[config.mk]
export PLATFORM = sky130hd
export DESIGN_NAME = runCounters
export DESIGN_NICKNAME = d
export VERILOG_FILES = /design/src/common/trigLogicPkg.sv /design/src/design/runCounters.sv
export VERILOG_INCLUDE_DIRS = /design/src /design/src/common
export SDC_FILE = /design/constraint.sdc
export NUM_CORES = 1
export LEC_CHECK = 0
export BUFFER_PORTS_ARGS = -buffer_cell sky130_fd_sc_hd__buf_2
export CORE_ASPECT_RATIO = 1.25
export CORE_MARGIN = 3
export CORE_UTILIZATION = 35
export CTS_CLUSTER_DIAMETER = 30
export DETAILED_ROUTE_END_ITERATION = 12
export GPL_TIMING_DRIVEN = 0
export HOLD_SLACK_MARGIN = 0.1
export PLACE_DENSITY_LB_ADDON = 0.08
export SYNTH_ARGS = -nofsm -noshare
export SYNTH_HDL_FRONTEND = slang
export SYNTH_SLANG_ARGS = --single-unit
[constraint.sdc]
create_clock -name proc_clk -period 3.85 [get_ports proc_clk]
set_clock_uncertainty 0.05 [all_clocks]
set_input_delay 0.1925 -clock proc_clk [delete_from_list [all_inputs] [get_ports proc_clk]]
set_output_delay 0.1925 -clock proc_clk [all_outputs]
set_load 0.02 [all_outputs]
[src/common/trigLogic_defines.svh]
`ifndef TRIG_LOGIC_DEFINES_SVH
`define TRIG_LOGIC_DEFINES_SVH

// ***************************************************************************
// trigger board register map and sizes
// ***************************************************************************

// lane counts of the kept input groups
`define TRIG_FRONT_LANES 16
`define TRIG_BACK_LANES 32

// word address width for 512 words
`define TRIG_ADDR_BITS 9

// product id in the upper half with variant and build numbers below
`define TRIG_SYS_REVISION 32'hB100_0001
// readback for block select 2 or 3
`define TRIG_BAD_BLOCK 32'h0000_0123

// write side control words
`define TRIG_ADDR_CSR 9'h000
`define TRIG_ADDR_OUTBLOCK 9'h003
`define TRIG_ADDR_CLEAR 9'h009

// group configuration where A is front panel and B is backplane
`define TRIG_ADDR_COINC_MASK_A 9'h108
`define TRIG_ADDR_COINC_MASK_B 9'h10B
`define TRIG_ADDR_MULT_MASK_A 9'h110
`define TRIG_ADDR_MULT_MASK_B 9'h113
`define TRIG_ADDR_PATTERN_A 9'h118
`define TRIG_ADDR_PATTERN_B 9'h11B
`define TRIG_ADDR_THRESHOLD_A 9'h120
`define TRIG_ADDR_THRESHOLD_B 9'h123

// status block read with block select 1
`define TRIG_ADDR_VERSION 9'h001
`define TRIG_ADDR_COINC_RESULT 9'h005
`define TRIG_ADDR_NUMTRIG_LO 9'h00A
`define TRIG_ADDR_NUMTRIG_HI 9'h00B
`define TRIG_ADDR_RUNTICKS_LO 9'h00C
`define TRIG_ADDR_RUNTICKS_HI 9'h00D
// sums share the mult mask addresses
`define TRIG_ADDR_SUM_A 9'h110
`define TRIG_ADDR_SUM_B 9'h113

`endif
[src/common/trigLogicPkg.sv]
`include "trigLogic_defines.svh"

package trigLogicPkg;

   // ************************************************************************
   // lane vectors of the two groups
   // ************************************************************************
   typedef logic [`TRIG_FRONT_LANES-1:0] frontLanesT;
   typedef logic [`TRIG_BACK_LANES-1:0] backLanesT;

   // host request sampled on every proc_clk edge
   typedef struct packed {
      logic [3:0] wrStrb;
      logic rdEn;
      logic [`TRIG_ADDR_BITS-1:0] addr;
      logic [31:0] wrData;
   } regBusT;

   // ************************************************************************
   // per group configuration
   // ************************************************************************
   typedef struct packed {
      frontLanesT coincMask;
      frontLanesT multMask;
      frontLanesT pattern;
      logic [7:0] threshold;
   } frontCfgT;

   typedef struct packed {
      backLanesT coincMask;
      backLanesT multMask;
      backLanesT pattern;
      logic [7:0] threshold;
   } backCfgT;

   // coincidence flag, multiplicity flag, registered sum
   typedef struct packed {
      logic coinc;
      logic mult;
      logic [7:0] sum;
   } matchResultT;

   // free running counters
   typedef struct packed {
      logic [63:0] numTrig;
      logic [63:0] runTicks;
   } countsT;

endpackage

[src/design/runCounters.sv]
`timescale 1ns/1ps

module runCounters
   import trigLogicPkg::*;
(
   input  logic   reset,
   input  logic   proc_clk,
   input  logic   trigLine,
   input  logic   counterClear,
   output countsT counts
);

   logic trigA;
   logic trigB;
   logic trigRise;
   logic [63:0] numTrig;
   logic [63:0] runTicks;

   // ************************************************************************
   // edge detect on backplane line 7
   // ************************************************************************
   always_ff @(posedge proc_clk)
   begin
      if (reset)
      begin
         trigA <= 1'b0;
         trigB <= 1'b0;
      end
      else
      begin
         trigA <= trigLine;
         trigB <= trigA;
      end
   end

   // high for one cycle on the first registered high
   assign trigRise = trigA & ~trigB;

   // ************************************************************************
   // clear wins over counting
   // ************************************************************************
   always_ff @(posedge proc_clk)
   begin
      if (reset || counterClear)
      begin
         runTicks <= '0;
         numTrig <= '0;
      end
      else
      begin
         // one tick per proc_clk
         runTicks <= runTicks + 64'd1;
         if (trigRise)
         begin
            numTrig <= numTrig + 64'd1;
         end
      end
   end

   assign counts.numTrig = numTrig;
   assign counts.runTicks = runTicks;

   // at most one trigger per cycle
   trigStep: assert property (@(posedge proc_clk) disable iff (reset)
      !counterClear |=> (numTrig == $past(numTrig)) || (numTrig == $past(numTrig) + 64'd1));

endmodule

==> key figures, run 1 <==
STA
  – FMAX: 335.5 MHz
  – Setup_tns: 0 ps
  – Tcrit/Tclk final: 77.43%
  – Crit path time final: 2981 ps
  – Setup violations, final: 0
  – Unrepaired setup endpoints after global routing: no
  – Slew HR: about a third
  – Slew Viols, Final: 0
  – Final hold slack: 159.4 ps
  – Slew @ Worst Pin: 988.4 ps
  – Final-report hold violation count: 0

GRT
  – Largest net degree at the start of global routing: 17
  – GRT Total Usage: 19.26%
  – Initial antenna violation count: 0
  – Global-route wire length before repair: 28150 um
  – Gr ovfl total: 0
  – Vias in the first global route: 5618

Synth
  – Seq/Total Area, Yosys: around 44%
  – Cell area after synthesis: 5901 um^2
  – Syn nets: between 700 and 800
  – Synthesized instance count: 715
  – Synth Warn #: 0
  – Avg Inst Size Synth: 8.253 um^2
  – Yosys reg bits: 130
  – Netlist cell types: 33

Clock network
  – CTS Buffer Depth: 2
  – Worst-path clk slew: 60 ps
  – Post-CTS Setup Inserts: 0
  – Clock latency on the worst-skew pair: 420 ps
  – TritonCTS buffer count: 17
  – CTS tree: built
  – # H-tree levels: 4
  – Sink Count: 130
  – Root buf cell: clkbuf_16

Power and ir drop
  – Max VDD drop: 0.0002762 V
  – PD cells: 401.2 nW/um^2
  – Leakage: 0.002621 uW
  – Power Total: 2977 uW

Layout
  – Layout cell share with drive strength beyond 1: 18.89%
  – Area delta synth->final: 25.76%
  – Final nets: 873
  – FF+latch area: 2603 um^2
  – Area of the multi-input gates: 3158 um^2
  – Layout fillers: 1681
  – # diodes: 0

Floorplan
  – Initial Util: 36.13%
  – Die H: 151.2 um
  – Die X: 122.1 um
  – Cell Rows: 52
  – I/O pins: 132
  – Area of the core: 16330 um^2
  – Die area: 18460 um^2

Setup path
  – Critical path fanouts, max: 10
  – Worst Setup End Kind: register
  – Worst r2r src: runTicks[3]$_SDFF_PP0_
  – Crit path required time: 4140 ps
  – Worst Setup SP: runTicks[3]$_SDFF_PP0_
  – Data arrival, critical path: 3280 ps
  – Critical path class: register to register
  – Startpoint types: register

Route
  – Detailed Route Iter0 Violations: 417
  – DRT Wirelength: 17490 um
  – Drt via density: 5.375
  – Vias: about 5.9k
  – DR pass1 iterations: 5
  – Wire per inst: 15.97 um
  – DR DRC count: 0
  – Detail Route Antenna Nets: 0

Placement
  – IO buf count: approximately 130
  – Hpwl dp: between 10000 and 15000 um
  – GPL Wtd Cong: 0.8317

Hold path
  – Worst Min Path Start: counterClear
  – HP Class: primary input to register

Outcome
  – Status: finished clean

Job
  – Max Cap Violations: 0
==> worst max-delay path, cell delays in order, from the launching register on <==
cell and delay [ps]:
dfxtp_1 430, nand4_1 270, nor3_1 850, nand4_1 480
clkbuf_1 330, or3_1 360, a21oi_1 140
==> cell usage in the layout (no fill, tap or decap), types with 3 or more instances in the layout <==
cell,netlist,layout
buf_2,1,132
clkbuf_1,23,28
xnor2_1,22,22
nand3_1,45,45
nor2b_1,3,3
and3_1,9,9
nor3_1,13,13
and4_1,6,6
nor2_1,76,76
nand2_1,52,52
dfxtp_1,130,130
xor2_1,40,40
or3_1,49,49
inv_1,12,12
nor4_1,13,13
nand4_1,57,57
o31ai_1,14,14
clkbuf_8,0,4
o21ai_0,47,47
or4_1,17,17
a21oi_1,62,62
clkbuf_16,0,17
and2_1,7,7
clkinv_2,0,3
==> area by class of cell <==
type / instances / share of cell area (%)
inverters: 12 / 0.6070
clock inverters: 5 / 1.012
flip-flops and latches: 130 / 35.07
multi-input cells: 548 / 42.56
plain buffers: 25 / 1.281
repair buffers: 133 / 9.105
clock buffers: 26 / 6.727
well taps: 216 / 3.642
==> worst paths after layout <==
check,to,slack [ps],depth (start not counted)
worst max-delay path,runTicks[52]$_SDFF_PP0_,870,6
worst min register to register,runTicks[0]$_SDFF_PP0_,410,1
worst max register to register,runTicks[52]$_SDFF_PP0_,870,6
worst min-delay path,numTrig[48]$_SDFFE_PP0P_,160,4
==> registers in the layout (all words and copies together), names as in the netlist <==
name	flops
numTrig	64
runTicks	64
trigA	1
trigB	1
==> per-stage QoR <==
stage          std cells  area, um^2  setup slack, ps  util [%]
5_1_grt             1095        7421            517.5     45.44
2_1_floorplan        715        5901             1283         -
6_report            1095        7421            869.0     45.44
4_1_cts             1095        7421            815.9     45.44
3_5_place_dp        1062        6827            827.0     41.80
3_3_place_gp        1062        6827            898.8     41.80
==> layer usage <==
metal  vias up  share of wire, %  global-route usage [%]
li1       2914                 -                       -
met1      2780                43                   23.18
met2       165                50                   33.10
met3        27               5.4                   4.781
met4         0               2.2                   7.283
met5         -                 0                       0
==> cell usage after synthesis <==
cell      instances  area [um^2]
nand2b_1          1        6.260
nor3_2            2        20.02
and2_1            7        43.79
clkbuf_1         23        86.33
ha_1              2        25.02
buf_1             1        3.750
dfxtp_1         130         2603
nor2b_1           3        18.77
nand4_2           1        12.51
and2_0            1        6.260
nor4b_1           1        8.760
or3_1            49        306.5
nand4_1          57        356.6
buf_2             1        5.000
a21oi_1          62        310.3
o211ai_1          2        15.01
nor3_1           13        65.06
nor4_1           13        81.33
or4_4             1        11.26
nor2_1           76        285.3
nand2_1          52        195.2
o21ai_0          47        235.2
nor4_2            2        25.02
o31ai_1          14        105.1
or4_1            17        127.6
nor3b_1           1        7.510
xor2_1           40        350.3
and3_1            9        56.30
nand3_1          45        225.2
or2_2             2        12.51
inv_1            12        45.04
xnor2_1          22        192.7
and4_1            6        52.55
==> timing repair <==
item | 4_1_cts | 5_1_grt
hold buffers | 2 | 0
hold endpoints to repair | 2 | 0
resized for setup | 0 | 0
==> power by group <==
part	leakage [uW]	switching (uW)	internal, uW
Sequential	0.00105	2.04	1350
Combinational	0.00129	36.1	9.98
Clock	0.000284	566	1020
Total	0.00262	604	2370
==> cell families (layout without fill, tap and decap cells) <==
kind of cell	Yosys count	after routing	share of synthesized area [%]
buffers and inverters	37	201	2.375
XOR/XNOR	62	62	9.203
AND/OR/NAND/NOR	359	359	32.61
flip-flops	130	130	44.11
AO/OA/AOI/OAI	125	125	11.28
adder cells (fa/ha/maj)	2	2	0.4240
Power figures use the tool's default switching activity.
==> run 2: changes to the inputs <==
==> constraint.sdc (replaced) <==
create_clock -name proc_clk -period 2.8 [get_ports proc_clk]
set_clock_uncertainty 0.05 [all_clocks]
set_input_delay 0.14 -clock proc_clk [delete_from_list [all_inputs] [get_ports proc_clk]]
set_output_delay 0.14 -clock proc_clk [all_outputs]
set_load 0.02 [all_outputs]
==> key figures, run 2 (synthesized netlist as in run 1, its figures left out) <==
Layout
  – # diodes: 0 (unchanged)
  – Most frequent cells in the layout: buf_2 (132), dfxtp_1 (130), nor2_1 (76), a21oi_1 (62), nand4_1 (57)
  – Biggest regs: numTrig x64, runTicks x64
  – Final nets: 877 (+0.46%)
  – Layout cell share with drive strength beyond 1: 20.16% (+1.3 points)
  – Post-layout util: 46.12% (+0.67 points)
  – Most common cell after layout, fill and taps aside: buf_2
  – Area delta synth->final: 27.63%
  – Fin cells: 1099 (+0.37%)

Clock network
  – Root buf cell: clkbuf_16
  – Clock latency on the worst-skew pair: 420 ps (about the same)
  – CTS Buffer Depth: 2 (unchanged)
  – Sink Count: 130 (unchanged)
  – CTS tree: built
  – Worst-path clk slew: 60 ps (about the same)
  – TritonCTS buffer count: 17 (unchanged)
  – # H-tree levels: 4 (unchanged)

GRT
  – GRT Total Usage: 19.29% (+0.031 points)
  – Global-route wire length before repair: 28190 um (+0.15%)
  – Vias in the first global route: 5637 (+0.34%)
  – Initial antenna violation count: 0 (unchanged)
  – Gr ovfl total: 0 (unchanged)
  – Largest net degree at the start of global routing: 17 (unchanged)

Floorplan
  – Die X: 122.1 um (unchanged)
  – Area of the core: 16330 um^2 (unchanged)
  – Initial Util: 36.13% (unchanged)
  – Die area: 18460 um^2 (unchanged)
  – Die H: 151.2 um (unchanged)
  – I/O pins: 132 (unchanged)
  – Cell Rows: 52 (unchanged)

Power and ir drop
  – Max VDD drop: 0.0003807 V (+38%)
  – Leakage: 0.002709 uW (+3.3%)
  – Power Total: 4099 uW (+38%)
  – PD cells: 544.3 nW/um^2 (+36%)

Route
  – Detailed Route Iter0 Violations: 444 (+6.5%)
  – Vias: 5918 (+0.54%)
  – DRT Wirelength: 17590 um (+0.57%)
  – DR pass1 iterations: 5 (unchanged)
  – Drt via density: 5.385 (+0.18%)
  – Detail Route Antenna Nets: 0 (unchanged)
  – Wire per inst: 16.00 um (+0.20%)
  – DR DRC count: 0 (unchanged)

Placement
  – Hpwl dp: 12930 um (unchanged)
  – IO buf count: 131 (unchanged)
  – GPL Wtd Cong: 0.8317 (unchanged)
  – Inst Count DP: 1062 (unchanged)

STA
  – Slew Viols, Final: 0 (unchanged)
  – Final-report hold violation count: 0 (unchanged)
  – Slew @ Worst Pin: 891.0 ps (-97.30 ps)
  – FMAX: 373.5 MHz (+11%)
  – Setup violations, final: 0 (unchanged)
  – Tcrit/Tclk final: 95.62% (+18 points)
  – Crit path time final: 2677 ps (-303.7 ps)
  – Slew HR: 40.14% (+6.6 points)
  – Unrepaired setup endpoints after global routing: yes

Setup path
  – Reg-to-reg slack, setup: 120 ps (-750 ps)
  – Most Frequent Cell on Critical Path: or4_1
  – Startpoint types: register
  – Worst R2R Path Depth: 6 (unchanged)
  – Critical path fanouts, max: 7 (-3)
  – Crit-path cells: nand4_2 > or4_1 > buf_2 > or4_4 > or4_1 > nand2_1
  – Critical path class: register to register
  – CP max stage cell: or4_1
  – Max incr delay on CP: 580 ps (-270 ps)
  – Worst Setup End Kind: register
  – CP bufs+invs: 1 (unchanged)
  – Data arrival, critical path: 2990 ps (-290 ps)
  – Reg-to-reg endpoint: numTrig[48]$_SDFFE_PP0P_
  – CP top delay family: simple AND/OR/NAND/NOR gates
  – Worst r2r src: numTrig[12]$_SDFFE_PP0P_
  – Crit path required time: 3110 ps (-1030 ps)

Job
  – Max Cap Violations: 0 (unchanged)

Hold path
  – Hold Crit Depth: 1 (-3)
  – Worst Min Path Start: runTicks[0]$_SDFF_PP0_
  – HP Class: register to register
  – WHS Endpoint: runTicks[0]$_SDFF_PP0_

Outcome
  – Status: finished clean
## run 2: cell types whose count changed in the layout (fill, tap and decap cells not counted), sizes merged
cell / delta
buf: +3
dlygate4sd3: +1
## run 2: layout make-up
class	count	area, um^2
timing repair buffer	137	708.2
clock inverter	5	75.07
clock buffer	26	499.2
multi-input combinational	548	3234
fill	1669	8800
buffer	25	96.34
sequential	130	2603
tap	216	270.3
inverter	12	45.04
## run 2: how the worst max path moves through the flow
| stage | cells past startpoint | slack, ps | startpoint | endpoint |
|---|---|---|---|---|
| floorplan | 6 | 230 | numTrig[11]$_SDFFE_PP0P_ | numTrig[48]$_SDFFE_PP0P_ |
| global placement | 7 | -150 | runTicks[0]$_SDFF_PP0_ | runTicks[62]$_SDFF_PP0_ |
| detailed placement | 6 | -220 | runTicks[3]$_SDFF_PP0_ | runTicks[52]$_SDFF_PP0_ |
| CTS | 6 | -10 | numTrig[11]$_SDFFE_PP0P_ | numTrig[50]$_SDFFE_PP0P_ |
| global route | 6 | -40 | numTrig[11]$_SDFFE_PP0P_ | numTrig[45]$_SDFFE_PP0P_ |
| finish | 6 | 120 | numTrig[12]$_SDFFE_PP0P_ | numTrig[48]$_SDFFE_PP0P_ |
## run 2: repair_timing
action                                  CTS  global route
endpoints found under the setup margin   17            37
gates resized for setup                   6             8
setup buffers                             0             3
hold endpoints to repair                  6             0
pin swaps                                 0             3
gates cloned                              0             0
hold buffers                              3             0
## run 2: metal layers
layer | routed length (um) | vias up | part of all wire (%) | GRT usage [%]
met4 | 346 | 0 | 2.0 | 7.059
li1 | - | 2920 | - | -
met3 | 1073 | 29 | 6.1 | 4.781
met1 | 7442 | 2782 | 42 | 23.18
met2 | 8728 | 187 | 50 | 33.32
met5 | 0 | - | 0 | 0
## run 2: worst reg2reg max path, cell delays in order, from the launching register on
cell     delay, ps
dfxtp_1        420
nand4_2        260
or4_1          580
buf_2          180
or4_4          580
or4_1          480
nand2_1         80
## run 2: report_power, final
| group | leakage (uW) | switching, uW | internal, uW |
|---|---|---|---|
| sequential | 0.00105 | 2.80 | 1850 |
| clock | 0.000284 | 781 | 1400 |
| combinational | 0.00138 | 50.2 | 14.7 |
## run 2: metrics by stage
step | area [um^2] | setup slack (ps) | TNS (ps) | hold slack, ps
2_1_floorplan | 5901 | 232.7 | 0 | 161.6
3_3_place_gp | 6827 | -151.2 | -784.0 | 324.3
3_5_place_dp | 6827 | -223.0 | -1621 | 320.5
4_1_cts | 7468 | -12.99 | -13.95 | 409.3
5_1_grt | 7531 | -41.33 | -41.33 | 420.9
6_report | 7531 | 122.7 | 0 | 409.2
