## config.mk

```make
export PLATFORM = sky130hd
export DESIGN_NAME = groupMatch
export DESIGN_NICKNAME = d
export VERILOG_FILES = /design/src/common/trigLogicPkg.sv /design/src/design/groupMatch.sv
export VERILOG_INCLUDE_DIRS = /design/src /design/src/common
export SDC_FILE = /design/constraint.sdc
export NUM_CORES = 1
export LEC_CHECK = 0
export BUFFER_PORTS_ARGS = -buffer_cell sky130_fd_sc_hd__buf_2
export CORE_ASPECT_RATIO = 1.5
export CORE_MARGIN = 2
export CORE_UTILIZATION = 35
export CTS_CLUSTER_DIAMETER = 150
export CTS_CLUSTER_SIZE = 12
export DETAILED_ROUTE_END_ITERATION = 16
export PLACE_DENSITY = 0.66
export REMOVE_ABC_BUFFERS = 1
export SLEW_MARGIN = 20
export SYNTH_ARGS = -nofsm -noshare
export SYNTH_HDL_FRONTEND = slang
export SYNTH_SLANG_ARGS = --single-unit
```

## constraint.sdc

```tcl
create_clock -name proc_clk -period 3 [get_ports proc_clk]
set_input_delay 0.45 -clock proc_clk [delete_from_list [all_inputs] [get_ports proc_clk]]
set_output_delay 0.45 -clock proc_clk [all_outputs]
set_load 0.02 [all_outputs]
```

## src/common/trigLogic_defines.svh

```systemverilog
`ifndef TRIG_LOGIC_DEFINES_SVH
`define TRIG_LOGIC_DEFINES_SVH

// ***************************************************************************
// trigger board register map and sizes
// ***************************************************************************

// lane counts of the kept input groups
`define TRIG_FRONT_LANES 16
`define TRIG_BACK_LANES 32

// word address width for 512 words
`define TRIG_ADDR_BITS 9

// product id in the upper half with variant and build numbers below
`define TRIG_SYS_REVISION 32'hB100_0001
// readback for block select 2 or 3
`define TRIG_BAD_BLOCK 32'h0000_0123

// write side control words
`define TRIG_ADDR_CSR 9'h000
`define TRIG_ADDR_OUTBLOCK 9'h003
`define TRIG_ADDR_CLEAR 9'h009

// group configuration where A is front panel and B is backplane
`define TRIG_ADDR_COINC_MASK_A 9'h108
`define TRIG_ADDR_COINC_MASK_B 9'h10B
`define TRIG_ADDR_MULT_MASK_A 9'h110
`define TRIG_ADDR_MULT_MASK_B 9'h113
`define TRIG_ADDR_PATTERN_A 9'h118
`define TRIG_ADDR_PATTERN_B 9'h11B
`define TRIG_ADDR_THRESHOLD_A 9'h120
`define TRIG_ADDR_THRESHOLD_B 9'h123

// status block read with block select 1
`define TRIG_ADDR_VERSION 9'h001
`define TRIG_ADDR_COINC_RESULT 9'h005
`define TRIG_ADDR_NUMTRIG_LO 9'h00A
`define TRIG_ADDR_NUMTRIG_HI 9'h00B
`define TRIG_ADDR_RUNTICKS_LO 9'h00C
`define TRIG_ADDR_RUNTICKS_HI 9'h00D
// sums share the mult mask addresses
`define TRIG_ADDR_SUM_A 9'h110
`define TRIG_ADDR_SUM_B 9'h113

`endif
```

## src/common/trigLogicPkg.sv

```systemverilog
`include "trigLogic_defines.svh"

package trigLogicPkg;

   // ************************************************************************
   // lane vectors of the two groups
   // ************************************************************************
   typedef logic [`TRIG_FRONT_LANES-1:0] frontLanesT;
   typedef logic [`TRIG_BACK_LANES-1:0] backLanesT;

   // host request sampled on every proc_clk edge
   typedef struct packed {
      logic [3:0] wrStrb;
      logic rdEn;
      logic [`TRIG_ADDR_BITS-1:0] addr;
      logic [31:0] wrData;
   } regBusT;

   // ************************************************************************
   // per group configuration
   // ************************************************************************
   typedef struct packed {
      frontLanesT coincMask;
      frontLanesT multMask;
      frontLanesT pattern;
      logic [7:0] threshold;
   } frontCfgT;

   typedef struct packed {
      backLanesT coincMask;
      backLanesT multMask;
      backLanesT pattern;
      logic [7:0] threshold;
   } backCfgT;

   // coincidence flag, multiplicity flag, registered sum
   typedef struct packed {
      logic coinc;
      logic mult;
      logic [7:0] sum;
   } matchResultT;

   // free running counters
   typedef struct packed {
      logic [63:0] numTrig;
      logic [63:0] runTicks;
   } countsT;

endpackage

```

## src/design/groupMatch.sv

```systemverilog
`timescale 1ns/1ps

module groupMatch
   import trigLogicPkg::*;
#(
   parameter type laneT = frontLanesT
)
(
   input  logic        reset,
   input  logic        proc_clk,
   input  laneT        lanes,
   input  laneT        coincMask,
   input  laneT        multMask,
   input  laneT        pattern,
   input  logic [7:0]  threshold,
   output matchResultT result
);

   // lane count comes from the payload type
   localparam int LANES = $bits(laneT);
   localparam int QUART = LANES / 4;
   localparam int PART_W = $clog2(QUART + 1);

   laneT multBits;
   logic [PART_W-1:0] partNext [4];
   logic [PART_W-1:0] partSum [4];
   logic [7:0] sum;

   // ************************************************************************
   // purely combinational coincidence
   // ************************************************************************
   assign result.coinc = ((lanes & coincMask) == pattern);

   // lanes that take part in the multiplicity
   assign multBits = lanes & multMask;

   // stage one input is a popcount per quarter
   always_comb
   begin
      for (int q = 0; q < 4; q++)
      begin
         partNext[q] = '0;
         for (int b = 0; b < QUART; b++)
         begin
            partNext[q] = partNext[q] + PART_W'(multBits[q*QUART + b]);
         end
      end
   end

   // ************************************************************************
   // two stage sum pipeline
   // ************************************************************************
   always_ff @(posedge proc_clk)
   begin
      if (reset)
      begin
         for (int q = 0; q < 4; q++)
         begin
            partSum[q] <= '0;
         end
         sum <= '0;
      end
      else
      begin
         partSum <= partNext;
         // second stage adds the quarters
         sum <= 8'(partSum[0]) + 8'(partSum[1]) + 8'(partSum[2]) + 8'(partSum[3]);
      end
   end

   assign result.sum = sum;
   // threshold compare on the registered sum
   assign result.mult = (sum >= threshold);

   // quarters can never add past the lane count
   sumInRange: assert property (@(posedge proc_clk) disable iff (reset)
      sum <= 8'(LANES));

endmodule

```

==> results of run 1 <==
## per-stage QoR
step                      worst slack [ns]  total power [mW]
after floorplan                     0.7577            0.3849
after global placement              0.7278            0.4668
after detailed placement            0.6809            0.4733
after CTS                           0.6854            0.6392
after global routing                0.5646            0.6848
final                               0.7018            0.6276
## cell usage in the layout, fill, tap and decap left out
cell      netlist  layout
fa_1           10      10
nor2b_1         8       8
inv_1          21      21
clkbuf_8        0       3
dfxtp_1        17      17
buf_2           0      80
and2_1          5       5
and2b_1         7       7
nand2_1        28      28
a21oi_1         2       2
nor3_1          1       1
nand3_1         1       1
nand2b_1        1       1
a21o_1          2       2
xor2_1         16      16
nor2_1          2       2
xnor2_1         1       1
ha_1           17      17
nand4_1         4       4
nor4_2          1       1
conb_1          1       3
clkbuf_1        1       1
o21ai_0         2       2
## cells by family (layout without fill, tap and decap cells)
family	count (synthesis)	after routing	share of synthesized area [%]
other	1	3	0.2785
adder cells (fa/ha/maj)	27	27	30.67
AND/OR/NAND/NOR	58	58	22.30
XOR/XNOR	17	17	11.06
buffers and inverters	25	105	7.807
flip-flops	17	17	25.28
AO/OA/AOI/OAI	6	6	2.602
## critical path: cells and delay by family, from the launching register on
family	cells	cell delay, ns
fa+ha+maj	4	1.59
xor+xnor	1	0.14
buf+inv	2	0.10
simple gates	1	0.05
flops	1	0.30
## how the worst max path moves through the flow
stage,end,slack (ns),cells after the start
global placement,sum[3],0.73,8
floorplan,sum[2],0.76,7
finish,sum[3],0.70,8
global route,sum[3],0.56,8
detailed placement,sum[3],0.68,8
CTS,sum[3],0.69,8
## layout make-up
cell class                      instances  area share, %
Clock buffer                            4          2.466
Inverter                               21          4.315
Multi-Input combinational cell        111          49.73
Sequential cell                        17          18.63
Tap cell                               43          2.945
Timing Repair Buffer                   80          21.92
## state kept, by name, summed over array words and instances, names as in the netlist
signal and cells:
partSum 12, sum 5
## report_power, final
group | switching (mW) | internal [mW] | total [mW]
combinational | 0.0984 | 0.106 | 0.204
sequential | 0.00997 | 0.248 | 0.258
clock | 0.0711 | 0.0941 | 0.165
total | 0.179 | 0.448 | 0.628
## layer usage
| layer | global-route usage (%) | wire (um) |
|---|---|---|
| met5 | 0 | 0 |
| met4 | 4.500 | 36 |
| met3 | 1.685 | 241 |
| met2 | 24.40 | 1331 |
| met1 | 11.76 | 861 |
==> impl_metrics.toml, run 1 <==
[status]
status = "completed"

[yosys]
yosys-top-cells-count = "28 x nand2_1, 21 x inv_1, 17 x dfxtp_1, 17 x ha_1, 16 x xor2_1"
ys_seq_area_share_pct = 25.28
synth_edf_count = 0
yosysUniqueCellTypes = 22
synth_most_common_cell = "nand2_1"
syn-cell-area_mm2 = 0.001346
yosys_warnings = 0
synth_ff_type = "dfxtp_1"
synth_area_per_cell_um2 = 8.916
async_flop_share_pct = 0
syn_inst = 151
synth_top_area_share_pct = 25.28
synth_top_cell_by_area = "dfxtp_1"
ys_ff_latch = 17
synth_area_leaders = "dfxtp_1 25%, ha_1 16%, fa_1 15%, xor2_1 10%, nand2_1 7.8%"

[timing]
finalSetupTns_ns = 0
finClkSkew_ns = 0.003068
final-setup-viol-count = 0
rsz0062_at_grt = "no"
fmax_mhz = 435.1
drv_slew = 0
finalCritPeriodShare_pct = 76.61
whs_ns = 0.5343
fin_crit_ns = 2.298
hold_viol = 0

[setup_path]
slowest_stage = "fa_1"
r2r-end = "sum[3]"
cp_max_fo = 2
worstSetupStartpointType = "flip-flop"
rr_worst_depth = 8
cp.required_ns = 3.14
crit_chain = "inv_1 -> fa_1 -> inv_1 -> fa_1 -> ha_1 -> fa_1 -> xnor2_1 -> nor2_1"
cp_common_cell = "fa_1"
reg2reg_from = "partSum[1]"
cp-end-kind = "flip-flop"
max_stage_delay_ns = 0.53
regToRegSetupSlack_ns = 0.70
critPathArrivalTime_ns = 2.43
setup.worst_path.start = "partSum[1]"
critPathKind = "reg2reg"

[finish]
layout.area.seq_um2 = 340.3
drive_above_1_share_pct = 36.05
design_area_mm2 = 0.001827
final_cells = 276
multi_input_area_um2 = 908.4
n_antenna_cell = 0
nets = 335
finalCoreUtilization_pct = 49.61
area_growth_pct = 35.69
n_fill_cell = 397

[clock_tree]
h-tree-depth = 1
clk_path_buf_depth = 2
clkTransAtPathRegs_ns = 0.06
clock_sinks = 17
cts_tree = "done"
holdBufCountCts = 0
clk_latency_ns = 0.25
post_cts_resize_count = 0
cts_setup_buffers = 0
root_buffer = "clkbuf_8"
cts_buffers = 3

[routing]
drc = 0
antenna_left = 0
routed_wl_um = 2470
num_vias = 1191
first_pass_iters = 4
drt-initial-drc-count = 1
vias_per_cell = 4.315
avgRoutedWirePerCell_um = 8.949

[floorplanning]
coreArea_mm2 = 0.003682
initial_core_util_pct = 36.56
num_io_pins = 84
die_w_um = 54.64
die_h_um = 79.96
row_count = 27
die-area_mm2 = 0.004369

[min_path]
hold_class = "in2reg"
worstHoldStart = "reset"
hold_end = "sum[4]"
min_delay_path_depth = 2

[grt]
grt_use_total_pct = 12.34
grt_pass1_vias = 1154
grt_max_degree = 18
grt_pass1_wl_um = 4015
antenna_found_initial = 0
gr-total-overflow = 0

[placed_design]
place.gp.congestion = 0.6915
dp_hpwl_um = 2295
port_buffers = 80
placed_cells = 272
placed_area_mm2 = 0.001782

[power]
leakage_nw = 1.063
peakVddDrop_v = 0.0002141
pwr_density_cell_mw_per_mm2 = 343.6

[flow_run]
maxCapViolations = 0
No activity file was read; power rests on OpenSTA's default activity.
==> run 2, diff against run 1 <==
==> constraint.sdc (replaced) <==
create_clock -name proc_clk -period 2.2 [get_ports proc_clk]
set_input_delay 0.33 -clock proc_clk [delete_from_list [all_inputs] [get_ports proc_clk]]
set_output_delay 0.33 -clock proc_clk [all_outputs]
set_load 0.02 [all_outputs]
==> run 2 against run 1 <==
The run now ends with negative setup slack left. Sequential power grew 37%. Setup slack lost 0.79 ns. Register-to-register slack lost 0.79 ns. Combinational power grew 42%. Sequential cell count is the same. Sequential share of layout area shrank 0.14 points. Critical path depth shrank 1. Critical path type unchanged. Critical endpoint is now sum[2].
==> impl_metrics.toml, run 2 (synthesis results as in run 1) <==
[placed_design]
dp_hpwl_um = 2278
place.gp.congestion = 0.6916
port_buffers = 80
placed_area_mm2 = 0.001782
place_ws_ns = -0.1194
placed_cells = 272

[setup_path]
r2r-end = "sum[2]"
setup.worst_path.start = "partSum[7]"
regToRegSetupSlack_ns = -0.09
cp-end-kind = "flip-flop"
cp.required_ns = 2.40
slowest_stage = "fa_2"
cp_max_fo = 2
worstSetupStartpointType = "flip-flop"
max_stage_delay_ns = 0.55
reg2reg_from = "partSum[7]"
critPathKind = "reg2reg"
crit_chain = "inv_2 -> fa_1 -> inv_2 -> fa_1 -> ha_2 -> fa_2 -> and2b_1"
rr_worst_depth = 7
critPathArrivalTime_ns = 2.49

[grt]
grt_pass1_wl_um = 3919
grt_use_total_pct = 12.08
grt_max_degree = 18
antenna_found_initial = 0
gr-total-overflow = 0
grt_pass1_vias = 1143

[floorplanning]
die_h_um = 79.96
die_w_um = 54.64
coreArea_mm2 = 0.003682
row_count = 27
num_io_pins = 84
initial_core_util_pct = 36.56
die-area_mm2 = 0.004369

[timing]
fin_ws_ns = -0.09256
fmax_mhz = 436.2
final-setup-viol-count = 2
finClkSkew_ns = 0.002206
whs_ns = 0.4105
fin_crit_ns = 2.293
finalCritPeriodShare_pct = 104.2
drv_slew = 0
rsz0062_at_grt = "yes"
hold_viol = 0

[routing]
avgRoutedWirePerCell_um = 9.029
first_pass_iters = 2
drt-initial-drc-count = 1
routed_wl_um = 2501
num_vias = 1210
vias_per_cell = 4.368
drc = 0
antenna_left = 0

[finish]
n_antenna_cell = 0
layout_commonest_cell = "buf_2"
drive_above_1_share_pct = 41.88
finalCoreUtilization_pct = 50.73
top_register = "partSum"
design_area_mm2 = 0.001868
largest_reg_flops = 12
nets = 336
most-common-layout-cells = "80 x buf_2, 28 x nand2_1, 17 x inv_1"
reg_top3 = "partSum: 12 flops, sum: 5 flops"
final_cells = 277
area_growth_pct = 38.75

[min_path]
min_delay_path_depth = 2
hold_end = "sum[4]"
worstHoldStart = "reset"
hold_class = "in2reg"

[power]
leakage_nw = 1.060
peakVddDrop_v = 0.0002982
pwr_density_cell_mw_per_mm2 = 465.6

[clock_tree]
root_buffer = "clkbuf_8"
h-tree-depth = 1
cts_buffers = 3
clock_sinks = 17
clkTransAtPathRegs_ns = 0.06
cts_tree = "done"
clk_path_buf_depth = 2
clk_latency_ns = 0.25

[status]
status = "finished with violations"
violations = "negative setup slack"

[flow_run]
maxCapViolations = 0
-- run 2: cell count changes in the layout (fill, tap and decap cells not counted), sizes merged --
cell / delta
buf: +1
-- run 2: worst max-delay path, delay by kind of cell (launching register included) --
kind / cells / cell delay, ns
and+or+nand+nor: 1 / 0.11
buffers and inverters: 2 / 0.07
DFF: 1 / 0.32
adders and majority gates: 4 / 1.74
-- run 2: cell type report --
type,count,area [um^2]
fill,372,1814
sequential,17,345.3
clock buffer,4,45.04
tap,43,53.80
timing repair buffer,81,407.9
multi-input combinational,111,937.1
inverter,21,78.83
-- run 2: power breakdown --
group	switching, mW	internal, mW	leakage [nW]
Combinational	0.139	0.151	0.897
Sequential	0.0136	0.339	0.141
Clock	0.0991	0.128	0.0228
-- run 2: how the worst max path moves through the flow --
| stage | endpoint | slack (ns) | cells after the start |
|---|---|---|---|
| floorplan | sum[2] | -0.04 | 7 |
| global placement | sum[3] | -0.07 | 8 |
| detailed placement | sum[3] | -0.12 | 8 |
| CTS | sum[2] | -0.08 | 7 |
| global route | sum[2] | -0.15 | 7 |
| finish | sum[2] | -0.09 | 7 |
-- run 2: metal layers --
layer	routed length [um]	global-route usage, %	vias to the layer above	share of wire, %
met5	0	0	-	0
met2	1323	23.81	65	53
met1	895	11.19	516	36
met3	240	1.685	5	9.6
li1	-	-	624	-
met4	42	5.250	0	1.7
-- run 2: what timing repair did --
item                                    4_1_cts  5_1_grt
resized for setup                             2       11
setup buffers                                 0        1
hold buffers                                  0        0
endpoints found under the setup margin        3        3
pin swaps                                     4        7
-- run 2: through the flow --
stage / TNS (ns) / power, mW
after floorplan: -0.07072 / 0.5249
after global placement: -0.1271 / 0.6365
after detailed placement: -0.2252 / 0.6443
after CTS: -0.1321 / 0.8740
after global routing: -0.3085 / 0.9445
final: -0.1606 / 0.8697
==> run 3, diff against run 2 <==
--- a/config.mk
+++ b/config.mk
@@ -6,6 +6,7 @@
 export SDC_FILE = /design/constraint.sdc
 export NUM_CORES = 1
 export LEC_CHECK = 0
+export ABC_AREA = 1
 export BUFFER_PORTS_ARGS = -buffer_cell sky130_fd_sc_hd__buf_2
 export CORE_ASPECT_RATIO = 1.5
 export CORE_MARGIN = 2
@@ -13,7 +14,7 @@
 export CTS_CLUSTER_DIAMETER = 150
 export CTS_CLUSTER_SIZE = 12
 export DETAILED_ROUTE_END_ITERATION = 16
-export PLACE_DENSITY = 0.66
+export PLACE_DENSITY = 0.64
 export REMOVE_ABC_BUFFERS = 1
 export SLEW_MARGIN = 20
 export SYNTH_ARGS = -nofsm -noshare
==> run 3 against run 2 <==
The flow still finishes with violations (negative setup slack). First-iteration DRC count grew to 12 times the previous value. Area after synthesis rose by 13%. Sequential power is essentially flat. Register-to-register slack better by 0.06 ns. Sequential cell count unchanged. Critical path depth is 1 higher. Via count rose by 26%. Sequential share of layout area decreased by 1.5 points. Worst hold slack improved by 0.026 ns. Clock skew barely moved.
==> impl_metrics.toml, run 3 <==
[yosys]
synth_compound_area_share_pct = 1.650
yosys-mux-area-fraction_pct = 0
synth-adder-area-share_pct = 27.23
syn-cell-area_mm2 = 0.001516
yosys.area_share.simple_pct = 31.60
yosys-top-cells-count = "71 x nand2_1, 57 x inv_1, 20 x nor2_1"
ys_ff_latch = 17
async_flop_share_pct = 0
synth_top_area_share_pct = 22.44
yosys_warnings = 0
synth_edf_count = 0
synth-xor-area-share_pct = 0.5776
synth_top_cell_by_area = "dfxtp_1"
synth_area_leaders = "dfxtp_1 22%, nand2_1 18%, inv_1 14%, ha_1 14%, fa_1 13%"
synth_ff_type = "dfxtp_1"
synth_top_family_by_area = "simple AND/OR/NAND/NOR gates"
syn_inst = 228
synth_most_common_cell = "nand2_1"
synth_area_per_cell_um2 = 6.651
ys_seq_area_share_pct = 22.44
yosysUniqueCellTypes = 18

[setup_path]
slowest_stage = "fa_1"
cp-end-kind = "flip-flop"
cp.depth = 8
cp_max_fo = 2
setup.worst_path.start = "partSum[1]"
crit_family = "adder cells"
reg2reg_from = "partSum[1]"
critPathKind = "reg2reg"
critPathBufInv = 3
crit_chain = "inv_2 -> fa_1 -> inv_1 -> fa_1 -> ha_2 -> fa_2 -> inv_1 -> nor2_1"
endpoint = "sum[2]"
cp.required_ns = 2.39
regToRegSetupSlack_ns = -0.03
critPathArrivalTime_ns = 2.42
worstSetupStartpointType = "flip-flop"
max_stage_delay_ns = 0.53
rr_worst_depth = 8
r2r-end = "sum[2]"

[grt]
grt_max_degree = 18
grt_pass1_wl_um = 5133
grt_use_total_pct = 13.10
gr-total-overflow = 0
grt_pass1_vias = 1393
antenna_found_initial = 0

[timing]
finalSetupTns_ns = -0.05387
fmax_mhz = 447.7
finClkSkew_ns = 0.002257
drv_slew = 0
fin_crit_ns = 2.234
hold_viol = 0
fin_ws_ns = -0.03386
rsz0062_at_grt = "yes"
final-setup-viol-count = 2
whs_ns = 0.4360
finalCritPeriodShare_pct = 101.5

[finish]
multi_input_area_um2 = 942.2
top_register = "partSum"
n_antenna_cell = 0
reg_top3 = "partSum: 12 flops, sum: 5 flops"
area_growth_pct = 32.92
nets = 413
layout_commonest_cell = "buf_2"
most-common-layout-cells = "80 x buf_2, 71 x nand2_1, 56 x inv_1"
design_area_mm2 = 0.002016
largest_reg_flops = 12
drive_above_1_share_pct = 29.26
finalCoreUtilization_pct = 47.89
layout.area.seq_um2 = 341.6
final_cells = 357
n_fill_cell = 470

[status]
status = "finished with violations"
violations = "negative setup slack"

[floorplanning]
num_io_pins = 84
initial_core_util_pct = 36.03
die_h_um = 84.62
coreArea_mm2 = 0.004209
row_count = 29
die_w_um = 57.75
die-area_mm2 = 0.004886

[routing]
avgRoutedWirePerCell_um = 8.232
vias_per_cell = 4.261
first_pass_iters = 2
drc = 0
antenna_left = 0
num_vias = 1521
routed_wl_um = 2939
drt-initial-drc-count = 12

[flow_run]
maxCapViolations = 0

[power]
internal_power_mw = 0.6166
seqPwrFrac_pct = 39.1
leakage_nw = 1.280
clkPwrFrac_pct = 25.1
pwr_density_cell_mw_per_mm2 = 445.7
swShare_pct = 31.37
peakVddDrop_v = 0.0003114
p_sw_mw = 0.2819
pwr-share-comb_pct = 35.8

[clock_tree]
clk_latency_ns = 0.25
clkTransAtPathRegs_ns = 0.06
clock_sinks = 17
root_buffer = "clkbuf_8"
holdBufCountCts = 0
cts_tree = "done"
cts_buffers = 3
h-tree-depth = 1
clk_path_buf_depth = 2

[placed_design]
dp_hpwl_um = 2668
port_buffers = 80
placed_area_mm2 = 0.001949
place.gp.congestion = 0.7648
placed_cells = 351

[min_path]
hold_class = "in2reg"
## run 3: cell types whose count changed in the layout (fill, tap and decap cells not counted), sizes merged, moves of 4 or more
| cell | change |
|---|---|
| nor2b | -8 |
| nand3b | +4 |
| xor2 | -16 |
| inv | +36 |
| nand2 | +43 |
| and2b | -7 |
| nand3 | +16 |
| nor2 | +19 |
| and2 | -4 |
| nand4 | -4 |
## run 3: logic make-up (layout without fill, tap and decap cells)
kind of cell             Yosys count  in the layout
buffers and inverters             62            143
adder cells (fa/ha/maj)           27             27
flip-flops                        17             17
other                              1              3
AND/OR/NAND/NOR                  115            115
AO/OA/AOI/OAI                      5              5
XOR/XNOR                           1              1
## run 3: worst min path at each step
stage                    start          to  depth (start not counted)
global route             reset  partSum[8]                          2
CTS                      reset  partSum[1]                          2
floorplan                reset      sum[4]                          1
global placement    partSum[9]      sum[0]                          3
detailed placement  partSum[9]      sum[0]                          3
finish                   reset      sum[2]                          2
## run 3: layout make-up
cell class	count	area share, %
clock buffer	4	2.235
inverter	57	10.61
multi-input combinational	151	46.74
sequential	17	16.95
tap	46	2.855
timing repair buffer	82	20.61
## run 3: timing repair
action / 4_1_cts / 5_1_grt
gates cloned: 0 / 0
endpoints found under the setup margin: 2 / 3
pin swaps: 3 / 0
resized for setup: 4 / 0
setup buffers: 1 / 1
## run 3: layer usage
| layer | GRT usage, % | up-vias | routed length [um] |
|---|---|---|---|
| met5 | 0 | - | 0 |
| met4 | 5.497 | 0 | 48 |
| met3 | 2.003 | 4 | 239 |
| met2 | 24.48 | 59 | 1510 |
| met1 | 14.04 | 629 | 1141 |
| li1 | - | 829 | - |
## run 3: power by group through the flow
| stage | sequential [mW] | combinational (mW) | clock, mW |
|---|---|---|---|
| final | 0.351 | 0.322 | 0.226 |
| after floorplan | 0.375 | 0.169 | 0 |
| after global routing | 0.354 | 0.381 | 0.246 |
| after detailed placement | 0.358 | 0.321 | 0 |
| after global placement | 0.358 | 0.311 | 0 |
| after CTS | 0.352 | 0.326 | 0.235 |
## run 3: worst register-to-register path, cell delays in order, from the launching register on
cell,delay (ns)
dfxtp_2,0.32
inv_2,0.03
fa_1,0.53
inv_1,0.05
fa_1,0.44
ha_2,0.20
fa_2,0.51
inv_1,0.03
nor2_1,0.06
## run 3: stage by stage
step	power [mW]	setup WS, ns
6_report	0.8984	-0.03386
5_1_grt	0.9814	-0.1166
4_1_cts	0.9130	-0.02595
3_5_place_dp	0.6791	-0.09822
3_3_place_gp	0.6689	-0.06919
2_1_floorplan	0.5448	-0.02847
